### src/hdl/periph_consts.svh
/*
 * Address map, register offsets and timing constants of the peripheral bus.
 * PERIPH_CLK_MHZ is set low for simulation and must match the real clock on silicon.
 */
`ifndef PERIPH_CONSTS_SVH
`define PERIPH_CONSTS_SVH

// ----------------------------------------
// timing

// clocks per microsecond tick
`define PERIPH_CLK_MHZ 5
// clocks per serial bit
`define UART_CLKS_PER_BIT 8

// ----------------------------------------
// APB address map

`define APB_DEV_MASK 16'hc000
`define TIMER_BASE 16'h0000
`define UART_BASE 16'h4000

// timer registers, bit 0 of CTRL is the enable
`define TIMER_CTRL_OFS 16'h0000
`define TIMER_MTIME_OFS 16'h0008
`define TIMER_MTIMEH_OFS 16'h000c
`define TIMER_MTIMECMP_OFS 16'h0010
`define TIMER_MTIMECMPH_OFS 16'h0014

// uart registers, bit 0 of STATUS is busy
`define UART_TXDATA_OFS 16'h0000
`define UART_STATUS_OFS 16'h0004

`endif

### src/hdl/periph_pkg.sv
/*
 * Bus types shared by the bridge, the splitter and the peripherals.
 * APB addresses are 16 bits wide, so each device sees a 16 kB window.
 */
package periph_pkg;

	// AHB-lite transfer types
	typedef enum logic [1:0] {
		HTRANS_IDLE   = 2'b00,
		HTRANS_BUSY   = 2'b01,
		HTRANS_NONSEQ = 2'b10,
		HTRANS_SEQ    = 2'b11
	} htrans_t;

	// address phase of an AHB-lite transfer
	typedef struct packed {
		logic [31:0] haddr;
		logic        hwrite;
		htrans_t     htrans;
		logic [2:0]  hsize;
	} ahbl_req_t;

	// ----------------------------------------
	// APB

	// requester to completer
	typedef struct packed {
		logic        psel;
		logic        penable;
		logic        pwrite;
		logic [15:0] paddr;
		logic [31:0] pwdata;
	} apb_req_t;

	// completer to requester
	typedef struct packed {
		logic [31:0] prdata;
		logic        pready;
		logic        pslverr;
	} apb_rsp_t;

endpackage

### src/hdl/ahbl_to_apb.sv
/*
 * AHB-lite slave to APB requester. One transfer at a time, every transfer
 * costs at least a setup and an access cycle. Only haddr[15:0] reaches APB,
 * hsize is ignored and all accesses are treated as 32-bit.
 */
`timescale 1ns/100ps

module ahbl_to_apb (
	input  logic                  clk,
	input  logic                  rst_n,

	input  periph_pkg::ahbl_req_t ahb_req,
	input  logic [31:0]           hwdata,
	input  logic                  hready,
	output logic                  hready_resp,
	output logic                  hresp,
	output logic [31:0]           hrdata,

	output periph_pkg::apb_req_t  apb_req,
	input  periph_pkg::apb_rsp_t  apb_rsp
);
	import periph_pkg::*;

	typedef enum logic [2:0] {
		ST_IDLE,
		ST_SETUP,
		ST_ACCESS,
		ST_ERR1,
		ST_ERR2
	} state_t;

	state_t      state;
	state_t      state_nxt;
	logic [15:0] paddr_q;
	logic        pwrite_q;
	logic        start;
	logic        done;

	// new address phase, only while the previous data phase is ending
	assign start = hready && hready_resp &&
		(ahb_req.htrans == HTRANS_NONSEQ || ahb_req.htrans == HTRANS_SEQ);

	assign done = (state == ST_ACCESS) && apb_rsp.pready;

	// ----------------------------------------
	// state machine

	always_comb begin
		state_nxt = state;
		case (state)
			ST_IDLE, ST_ERR2: begin
				state_nxt = start ? ST_SETUP : ST_IDLE;
			end
			ST_SETUP: begin
				state_nxt = ST_ACCESS;
			end
			ST_ACCESS: begin
				if (apb_rsp.pready) begin
					state_nxt = apb_rsp.pslverr ? ST_ERR1 : ST_IDLE;
				end
			end
			ST_ERR1: begin
				state_nxt = ST_ERR2;
			end
			default: begin
				state_nxt = ST_IDLE;
			end
		endcase
	end

	always_ff @(posedge clk or negedge rst_n) begin
		if (!rst_n) begin
			state <= ST_IDLE;
		end else begin
			state <= state_nxt;
		end
	end

	// ----------------------------------------
	// address and read data

	always_ff @(posedge clk) begin
		if (start) begin
			paddr_q  <= ahb_req.haddr[15:0];
			pwrite_q <= ahb_req.hwrite;
		end
		if (done && !pwrite_q) begin
			hrdata <= apb_rsp.prdata;
		end
	end

	// two-cycle error response, hready_resp low only in the first
	assign hready_resp = (state == ST_IDLE) || (state == ST_ERR2);
	assign hresp       = (state == ST_ERR1) || (state == ST_ERR2);

	// hwdata is held by the master for the whole data phase
	always_comb begin
		apb_req.psel    = (state == ST_SETUP) || (state == ST_ACCESS);
		apb_req.penable = (state == ST_ACCESS);
		apb_req.pwrite  = pwrite_q;
		apb_req.paddr   = paddr_q;
		apb_req.pwdata  = hwdata;
	end

endmodule

### src/hdl/apb_splitter.sv
/*
 * Combinational APB address decode for the timer and the UART.
 * Unmapped addresses complete at once with pslverr.
 */
`timescale 1ns/100ps
`include "periph_consts.svh"

module apb_splitter (
	input  periph_pkg::apb_req_t apb_req,
	output periph_pkg::apb_rsp_t apb_rsp,

	output periph_pkg::apb_req_t timer_req,
	input  periph_pkg::apb_rsp_t timer_rsp,

	output periph_pkg::apb_req_t uart_req,
	input  periph_pkg::apb_rsp_t uart_rsp
);
	logic timer_hit;
	logic uart_hit;

	// top two address bits pick the device
	assign timer_hit = (apb_req.paddr & `APB_DEV_MASK) == `TIMER_BASE;
	assign uart_hit  = (apb_req.paddr & `APB_DEV_MASK) == `UART_BASE;

	// ----------------------------------------
	// request fan-out

	always_comb begin
		timer_req      = apb_req;
		timer_req.psel = apb_req.psel && timer_hit;

		uart_req      = apb_req;
		uart_req.psel = apb_req.psel && uart_hit;
	end

	// ----------------------------------------
	// response mux

	always_comb begin
		if (timer_hit) begin
			apb_rsp = timer_rsp;
		end else if (uart_hit) begin
			apb_rsp = uart_rsp;
		end else begin
			// nobody home
			apb_rsp.prdata  = 32'h0;
			apb_rsp.pready  = 1'b1;
			apb_rsp.pslverr = 1'b1;
		end
	end

endmodule

### src/hdl/periph_subsys.sv
/*
 * Peripheral subsystem behind one AHB-lite slave port.
 * Timer at 0x0000 and UART at 0x4000 of the 16-bit APB space.
 */
`timescale 1ns/100ps

module periph_subsys (
	input  logic                  clk,
	input  logic                  rst_n,

	input  periph_pkg::ahbl_req_t ahb_req,
	input  logic [31:0]           hwdata,
	input  logic                  hready,
	output logic                  hready_resp,
	output logic                  hresp,
	output logic [31:0]           hrdata,

	input  logic                  dbg_halt,
	output logic                  timer_irq,
	output logic                  uart_tx
);
	import periph_pkg::*;

	apb_req_t bridge_req;
	apb_rsp_t bridge_rsp;
	apb_req_t timer_req;
	apb_rsp_t timer_rsp;
	apb_req_t uart_req;
	apb_rsp_t uart_rsp;

	// ----------------------------------------
	// bus path

	ahbl_to_apb u_bridge (
		.clk         (clk),
		.rst_n       (rst_n),
		.ahb_req     (ahb_req),
		.hwdata      (hwdata),
		.hready      (hready),
		.hready_resp (hready_resp),
		.hresp       (hresp),
		.hrdata      (hrdata),
		.apb_req     (bridge_req),
		.apb_rsp     (bridge_rsp)
	);

	apb_splitter u_splitter (
		.apb_req   (bridge_req),
		.apb_rsp   (bridge_rsp),
		.timer_req (timer_req),
		.timer_rsp (timer_rsp),
		.uart_req  (uart_req),
		.uart_rsp  (uart_rsp)
	);

	// ----------------------------------------
	// peripherals

	riscv_timer u_timer (
		.clk       (clk),
		.rst_n     (rst_n),
		.apb_req   (timer_req),
		.apb_rsp   (timer_rsp),
		.dbg_halt  (dbg_halt),
		.timer_irq (timer_irq)
	);

	uart_tx u_uart (
		.clk     (clk),
		.rst_n   (rst_n),
		.apb_req (uart_req),
		.apb_rsp (uart_rsp),
		.uart_tx (uart_tx)
	);

endmodule

### src/hdl/riscv_timer.sv
/*
 * RISC-V machine timer with its own microsecond tick divider.
 * mtime stops while dbg_halt is high. A 64-bit value is written as two
 * halves, so software must guard against a carry between the writes.
 */
`timescale 1ns/100ps
`include "periph_consts.svh"

module riscv_timer #(
	parameter int TICK_DIV = `PERIPH_CLK_MHZ
) (
	input  logic                 clk,
	input  logic                 rst_n,

	input  periph_pkg::apb_req_t apb_req,
	output periph_pkg::apb_rsp_t apb_rsp,

	input  logic                 dbg_halt,
	output logic                 timer_irq
);
	localparam int CTR_W = (TICK_DIV > 1) ? $clog2(TICK_DIV) : 1;

	logic [CTR_W-1:0] tick_ctr;
	logic             tick;
	logic             en;
	logic [63:0]      mtime;
	logic [63:0]      mtimecmp;
	logic [15:0]      ofs;
	logic             wr;

	assign ofs = apb_req.paddr & ~`APB_DEV_MASK;
	assign wr  = apb_req.psel && apb_req.penable && apb_req.pwrite;

	// ----------------------------------------
	// microsecond tick

	assign tick = (tick_ctr == '0);

	always_ff @(posedge clk or negedge rst_n) begin
		if (!rst_n) begin
			tick_ctr <= CTR_W'(TICK_DIV - 1);
		end else if (tick) begin
			tick_ctr <= CTR_W'(TICK_DIV - 1);
		end else begin
			tick_ctr <= tick_ctr - 1'b1;
		end
	end

	// ----------------------------------------
	// registers

	always_ff @(posedge clk or negedge rst_n) begin
		if (!rst_n) begin
			en       <= 1'b0;
			mtime    <= 64'h0;
			mtimecmp <= '1;
		end else begin
			if (wr && ofs == `TIMER_CTRL_OFS) begin
				en <= apb_req.pwdata[0];
			end
			// a bus write wins over the increment
			if (wr && ofs == `TIMER_MTIME_OFS) begin
				mtime[31:0] <= apb_req.pwdata;
			end else if (wr && ofs == `TIMER_MTIMEH_OFS) begin
				mtime[63:32] <= apb_req.pwdata;
			end else if (tick && en && !dbg_halt) begin
				mtime <= mtime + 64'd1;
			end
			if (wr && ofs == `TIMER_MTIMECMP_OFS) begin
				mtimecmp[31:0] <= apb_req.pwdata;
			end
			if (wr && ofs == `TIMER_MTIMECMPH_OFS) begin
				mtimecmp[63:32] <= apb_req.pwdata;
			end
		end
	end

	// read mux, holes read as zero
	always_comb begin
		case (ofs)
			`TIMER_CTRL_OFS:      apb_rsp.prdata = {31'h0, en};
			`TIMER_MTIME_OFS:     apb_rsp.prdata = mtime[31:0];
			`TIMER_MTIMEH_OFS:    apb_rsp.prdata = mtime[63:32];
			`TIMER_MTIMECMP_OFS:  apb_rsp.prdata = mtimecmp[31:0];
			`TIMER_MTIMECMPH_OFS: apb_rsp.prdata = mtimecmp[63:32];
			default:              apb_rsp.prdata = 32'h0;
		endcase
		apb_rsp.pready  = 1'b1;
		apb_rsp.pslverr = 1'b0;
	end

	assign timer_irq = en && (mtime >= mtimecmp);

endmodule

### src/hdl/uart_tx.sv
/*
 * Transmit-only UART, 8N1, LSB first, no FIFO.
 * A TXDATA write while a frame is in flight is refused with pslverr.
 */
`timescale 1ns/100ps
`include "periph_consts.svh"

module uart_tx #(
	parameter int CLKS_PER_BIT = `UART_CLKS_PER_BIT
) (
	input  logic                 clk,
	input  logic                 rst_n,

	input  periph_pkg::apb_req_t apb_req,
	output periph_pkg::apb_rsp_t apb_rsp,

	output logic                 uart_tx
);
	localparam int BAUD_W = (CLKS_PER_BIT > 1) ? $clog2(CLKS_PER_BIT) : 1;

	// stop, data, start; bit 0 is on the line
	logic [9:0]        shift_q;
	logic [BAUD_W-1:0] baud_ctr;
	logic [3:0]        bit_cnt;
	logic              busy;
	logic [15:0]       ofs;
	logic              tx_wr;

	assign ofs   = apb_req.paddr & ~`APB_DEV_MASK;
	assign tx_wr = apb_req.psel && apb_req.penable && apb_req.pwrite &&
		ofs == `UART_TXDATA_OFS;

	// ----------------------------------------
	// frame shifter

	always_ff @(posedge clk or negedge rst_n) begin
		if (!rst_n) begin
			shift_q  <= '1;
			baud_ctr <= '0;
			bit_cnt  <= 4'd0;
			busy     <= 1'b0;
		end else if (tx_wr && !busy) begin
			shift_q  <= {1'b1, apb_req.pwdata[7:0], 1'b0};
			baud_ctr <= BAUD_W'(CLKS_PER_BIT - 1);
			bit_cnt  <= 4'd0;
			busy     <= 1'b1;
		end else if (busy) begin
			if (baud_ctr == '0) begin
				// end of a bit, idle ones fill from the top
				shift_q  <= {1'b1, shift_q[9:1]};
				baud_ctr <= BAUD_W'(CLKS_PER_BIT - 1);
				bit_cnt  <= bit_cnt + 1'b1;
				if (bit_cnt == 4'd9) begin
					busy <= 1'b0;
				end
			end else begin
				baud_ctr <= baud_ctr - 1'b1;
			end
		end
	end

	assign uart_tx = shift_q[0];

	// ----------------------------------------
	// bus response

	always_comb begin
		apb_rsp.prdata  = (ofs == `UART_STATUS_OFS) ? {31'h0, busy} : 32'h0;
		apb_rsp.pready  = 1'b1;
		apb_rsp.pslverr = tx_wr && busy;
	end

endmodule

### config.mk
export PLATFORM = sky130hd
export DESIGN_NAME = periph_subsys
export DESIGN_NICKNAME = d
export VERILOG_FILES = /design/src/hdl/periph_pkg.sv /design/src/hdl/ahbl_to_apb.sv /design/src/hdl/apb_splitter.sv /design/src/hdl/periph_subsys.sv /design/src/hdl/riscv_timer.sv /design/src/hdl/uart_tx.sv
export VERILOG_INCLUDE_DIRS = /design/src /design/src/hdl
export SDC_FILE = /design/constraint.sdc
export NUM_CORES = 1
export LEC_CHECK = 0
export ABC_CLOCK_PERIOD_IN_PS = 4400
export BUFFER_PORTS_ARGS = -buffer_cell sky130_fd_sc_hd__buf_2
export CAP_MARGIN = 10
export CORE_MARGIN = 5
export CORE_UTILIZATION = 30
export CTS_CLUSTER_SIZE = 40
export DETAILED_ROUTE_END_ITERATION = 16
export GPL_TIMING_DRIVEN = 1
export PLACE_DENSITY_LB_ADDON = 0.2
export SETUP_SLACK_MARGIN = 0.4
export SYNTH_ARGS = -nofsm -noshare
export SYNTH_HDL_FRONTEND = slang
export SYNTH_SLANG_ARGS = --single-unit
### constraint.sdc
create_clock -name clk -period 4.4 [get_ports clk]
set_input_delay 0.66 -clock clk [delete_from_list [all_inputs] [get_ports clk]]
set_output_delay 0.66 -clock clk [all_outputs]
set_load 0.02 [all_outputs]
# Word level (Yosys, flattened, before mapping)
# Index checks and enable logic that the tools add are counted.
totals:
  mem_bits_ro: 0
  out_inout_bits: 36
  latchBits: 0
  n_memories: 0
  ram_bits: 0
  regBits: 202
classes:
  n_shift: 0
  eq_ne: 15
  multipliers: 0
  bitwise: 1
  addsub: 4
  div: 0
  mux: 26
  reduce_logical: 41
  magnitude_cmp: 1
ops:
  columns: ["operator", "n"]
  rows:
  - ["one-hot mux 32 bit (5 select lines)", 1]
  - ["two-way mux 32 bit", 3]
  - ["two-way mux 34 bit", 2]
  - ["adder 64 x 1 -> 64 bit (second input constant)", 1]
  - [">= comparator 64 bit", 1]
  - ["two-way mux 64 bit", 1]
  - ["logical NOT 16 bit", 2]
  - ["two-way mux 10 bit", 3]
  - ["== test 14 x 4 -> 1 bit (second input constant)", 2]
  - ["== test 14 x 5 -> 1 bit (second input constant)", 2]
  - ["logical AND 1 bit", 21]
  - ["two-way mux 3 bit", 5]
  - ["== test 14 x 3 -> 1 bit (second input constant)", 1]
  - ["two-way mux 4 bit", 3]
  - ["one-hot mux 3 bit (4 select lines)", 1]
  - ["logical NOT 3 bit", 3]
  - ["nonzero test 2 bit", 4]
  - ["== test 3 x 2 -> 1 bit (second input constant)", 2]
  - ["two-way mux 1 bit", 6]
  - ["AND reduction 2 bit", 3]
  - ["subtractor 3 x 1 -> 3 bit (second input constant)", 2]
  - ["adder 4 x 1 -> 4 bit (second input constant)", 1]
  - ["== test 2 bit (second input constant)", 2]
  - ["== test 4 bit (second input constant)", 1]
  - ["10 further kinds", 15]

# Longest topological paths before layout
logic_depth:
  depth_word: 12
  ltp_mapped: 10
  mapped_depth_nobuf: 8

# By module
# Synthesis repeated with hierarchy kept, for this count alone.
unflattened:
  cells_unflattened: 1355
  area_unflattened_um2: 13596.8
modules_own_cells:
  columns: ["mod", "cells_each", "instances", "area_each_um2"]
  rows:
  - ["riscv_timer", 963, 1, 9198.8]
  - ["ahbl_to_apb", 101, 1, 1896.8]
  - ["apb_splitter", 178, 1, 1330.0]
  - ["uart_tx", 113, 1, 1171.1]

# Least setup slack after synthesis
# OpenSTA, ideal clock, no wires.
synth_path:
  path_type: "flip-flop to output port"
  startpoint: "register u_timer.mtimecmp[13]"
  endpoint: "output port timer_irq"
  path_slack_ns: 1.342
  n_path_buf: 0
  arrival_time_ns: 2.398
  required_ns: 3.740
  stages_incl_launch_ff: 9
  path_cell_list: "dfstp_2 -> inv_1 -> ha_1 -> nand4_1 -> or2_2 -> o41ai_1 -> o41ai_1 -> nor4bb_1 -> o31ai_1"
synth_via:
  elab_chain_cells: 2
synth_rtl:
  columns: ["element", "line", "text"]
  rows:
  - ["start, declared", "riscv_timer.sv:27", "logic [63:0] mtimecmp;"]
  - ["start signal, assigned", "riscv_timer.sv:70", "mtimecmp[31:0] <= apb_req.pwdata;"]
  - [">= comparator 64 bit", "riscv_timer.sv:92", "assign timer_irq = en && (mtime >= mtimecmp);"]
  - ["logical AND 1 bit", "riscv_timer.sv:92", null]
  - ["end, declared", "periph_subsys.sv:19", "output logic timer_irq,"]
# No other way between the ends.

# Final worst setup path
# Same ends and word-level chain as after synthesis.

==> flow_summary_export.csv <==
group,metric,value,unit
setup_path,cp-start-kind,"flip-flop",
logic_synthesis,synthArstFlopShare,0.756,
floorplanning,die_x,205,um
logic_synthesis,syn_inst,1151,
min_path,hold_path.class,"in2async",
clocking,cts-buffers-inserted,24,
grt,grt_pass1_vias,9371,
pwr,vdd_ir_drop_max,0.219,mV
grt,grt_start_max_net_pins,95,
cells_and_area,final_common_cell,"nand2_1",
floorplanning,initial_utilization,0.304,
floorplanning,rows,71,
setup_path,crit_required,3.74,ns
sta,holdWs,0.103,ns
cells_and_area,n_antenna_cell,0,
sta,setup_viol,0,
place,numPlacedInstances,1715,
setup_path,max_stage_delay,0.53,ns
sta,fmax,258,MHz
setup_path,worstPathCellList,"inv_1 -> ha_1 -> nand4_1 -> or2_4 -> o41ai_4 -> o41ai_2 -> nor4bb_1 -> o31ai_2 -> buf_4",
place,gp_congestion,0.847,
cells_and_area,fin_cells,1759,
sta,skew,0.0145,ns
setup_path,cp_max_fo,2,
grt,grt.total_usage,0.164,
logic_synthesis,synth_edf_count,49,
drt,drt_iter0_drc,755,
floorplanning,fp.dieH,205,um
floorplanning,boundaryPins,110,
cells_and_area,finalNetCount,1374,
clocking,clock_latency,0.53,ns
setup_path,crit_arrival,3.21,ns
floorplanning,die_area,0.0422,mm2
cells_and_area,drive_above_1_share,0.226,
logic_synthesis,synthTopCellsByArea,"dfrtp_1 (17%), dfstp_2 (17%), edfxtp_1 (13%), ha_1 (7.7%), nand2_1 (4.1%)",
sta,hold_violations,0,
sta,fin_crit,3.87,ns
grt,antenna_found_initial,0,
setup_path,critPathKind,"reg2out",
job,maxCapViolCount,0,
pwr,power_leakage,5.70,nW
cells_and_area,nFillCells,3882,
clocking,h-tree-depth,1,
pwr,p_per_area,333,mW/mm2
cells_and_area,layout_common_cells,"nand2_1 (126), buf_2 (87), inv_1 (81), o21ai_0 (81), dfrtp_1 (78)",
logic_synthesis,netlist.area_leader.share,0.171,
drt,num_vias,9291,
sta,worstMarginPinSlew,0.995,ns
drt,drc,0,
grt,overflow,0,
logic_synthesis,yosys_warnings,0,
sta,fin_ws,0.525,ns
setup_path,crit_slowest_cell,"dfstp_2",
clocking,root_buffer,"clkbuf_16",
drt,antenna_left,0,
clocking,clk_pin_slew,0.06,ns
place,io_buffers,89,
sta,setup_tns,0,ns
logic_synthesis,ys_seq_area_frac,0.469,
pwr,total_power,4.43,mW
place,dp_hpwl,25600,um
setup_path,endpoint_kind,"output pin",
drt,viasPerCell,5.28,
cells_and_area,design_area,0.0133,mm2
sta,fin_crit_sh,0.881,
logic_synthesis,yosysUniqueCellTypes,70,
logic_synthesis,synth_nets,1295,
clocking,cts_num_sinks,201,
clocking,cts_buffer_depth,3,
floorplanning,coreArea,0.0377,mm2
logic_synthesis,netlist.top_cell.by_area,"dfrtp_1",
sta,slew_headroom,0.336,
outcome,outcome,"completed",
cells_and_area,fin_util,0.354,
sta,finalMaxSlewViolations,0,
logic_synthesis,syn-cell-area,0.0114,mm2
logic_synthesis,ys_dominant_reg_cell,"dfrtp_1",
grt,grt_pass1_wl,55100,um
clocking,postCtsSetupRepairBufs,0,
clocking,cts_tree,"built",
drt,first_pass_iters,5,
logic_synthesis,synth.avg_cell_area,9.94,um2
drt,post_drt_wl_per_cell,19.9,um
drt,routed_wl,35000,um
logic_synthesis,ys_seq_elements,201,
sta,rsz0062_at_grt,"no",
place,place_worst_setup_slack,0.618,ns
cells_and_area,area_delta_synth_final,16.4,%
place,detailed_place.area,0.0125,mm2
[registers in the layout, summed over array words and instances (netlist names)]
| name | count |
|---|---|
| u_timer.mtimecmp | 64 |
| u_uart.baud_ctr | 3 |
| u_uart.busy | 1 |
| u_uart.shift_q | 9 |
| u_timer.mtime | 64 |
| u_bridge.pwrite_q | 1 |
| u_bridge.hrdata | 32 |
| u_uart.bit_cnt | 4 |
| u_timer.en | 1 |
| u_bridge.paddr_q | 16 |
| u_bridge.state | 3 |
| u_timer.tick_ctr | 3 |
[layout make-up]
type	instances	area [um2]	area share
Inverter	81	304	0.0228
Timing Repair Buffer	114	654	0.0491
Sequential cell	201	5370	0.403
Multi-Input combinational cell	808	5610	0.421
Tap cell	511	639	0.0480
Clock inverter	6	38.8	0.00291
Clock buffer	38	703	0.0528
[power breakdown]
| part | leakage (nW) | internal (mW) | switching (mW) |
|---|---|---|---|
| clock | 0.364 | 1.09 | 0.793 |
| sequential | 2.24 | 2.04 | 0.0748 |
| combinational | 3.09 | 0.150 | 0.280 |
| total | 5.70 | 3.28 | 1.15 |
[final timing paths]
path / from / to / slack, ns / cells past startpoint
min: rst_n / u_bridge.state[2] / 0.10 / 1
min reg2reg: u_timer.tick_ctr[0] / u_timer.tick_ctr[0] / 0.46 / 1
min in group clk: ahb_req[19] / u_bridge.paddr_q[13] / 0.31 / 1
max: u_timer.mtimecmp[13] / timer_irq / 0.53 / 9
max in group asynchronous: rst_n / u_timer.mtimecmp[15] / 3.34 / 2
max reg2reg: u_bridge.paddr_q[1] / u_bridge.hrdata[17] / 1.15 / 6
[worst max-delay path, delay by kind of cell, from the launching register on]
family                     cells  cell delay [ns]
AOI/OAI and AO/OA              3             0.93
and+or+nand+nor                3             0.67
DFF                            1             0.53
adders and majority gates      1             0.29
buffers and inverters          2             0.26
[synth_stat cells, drive strengths merged, types with 26 or more instances]
library cell and n:
o21ai 83, edfxtp 49, nand3 35, nand4 38
inv 81, a21oi 40, dfrtp 78, a22o 31
nor2 71, ha 70, a222oi 31, clkbuf 34
nor3 26, dfstp 74, nand2 126, buf 27
mux2 36
[kinds of logic (layout without fill, tap and decap cells)]
kind of cell,count (synthesis),count (layout),synth area share
and+or+nand+nor,386,386,0.172
xor gates and xnor gates,34,34,0.0260
AOI/OAI and AO/OA,279,279,0.169
adders and majority gates,70,70,0.0765
DFF,201,201,0.469
buffers and inverters,142,239,0.0493
muxes,39,39,0.0380
[timing repair]
action                     4_1_cts  5_1_grt
hold buffers                     0        0
setup endpoints to repair        1        1
gates resized for setup         10        1
pin swaps                        1        1
[metal layers]
metal,global-route usage,part of all wire,vias up
met2,0.274,0.48,182
met4,0.0409,0.024,0
met5,0,0,-
met3,0.0208,0.038,47
li1,-,-,4448
met1,0.228,0.46,4614
Power figures use the tool's default switching activity.
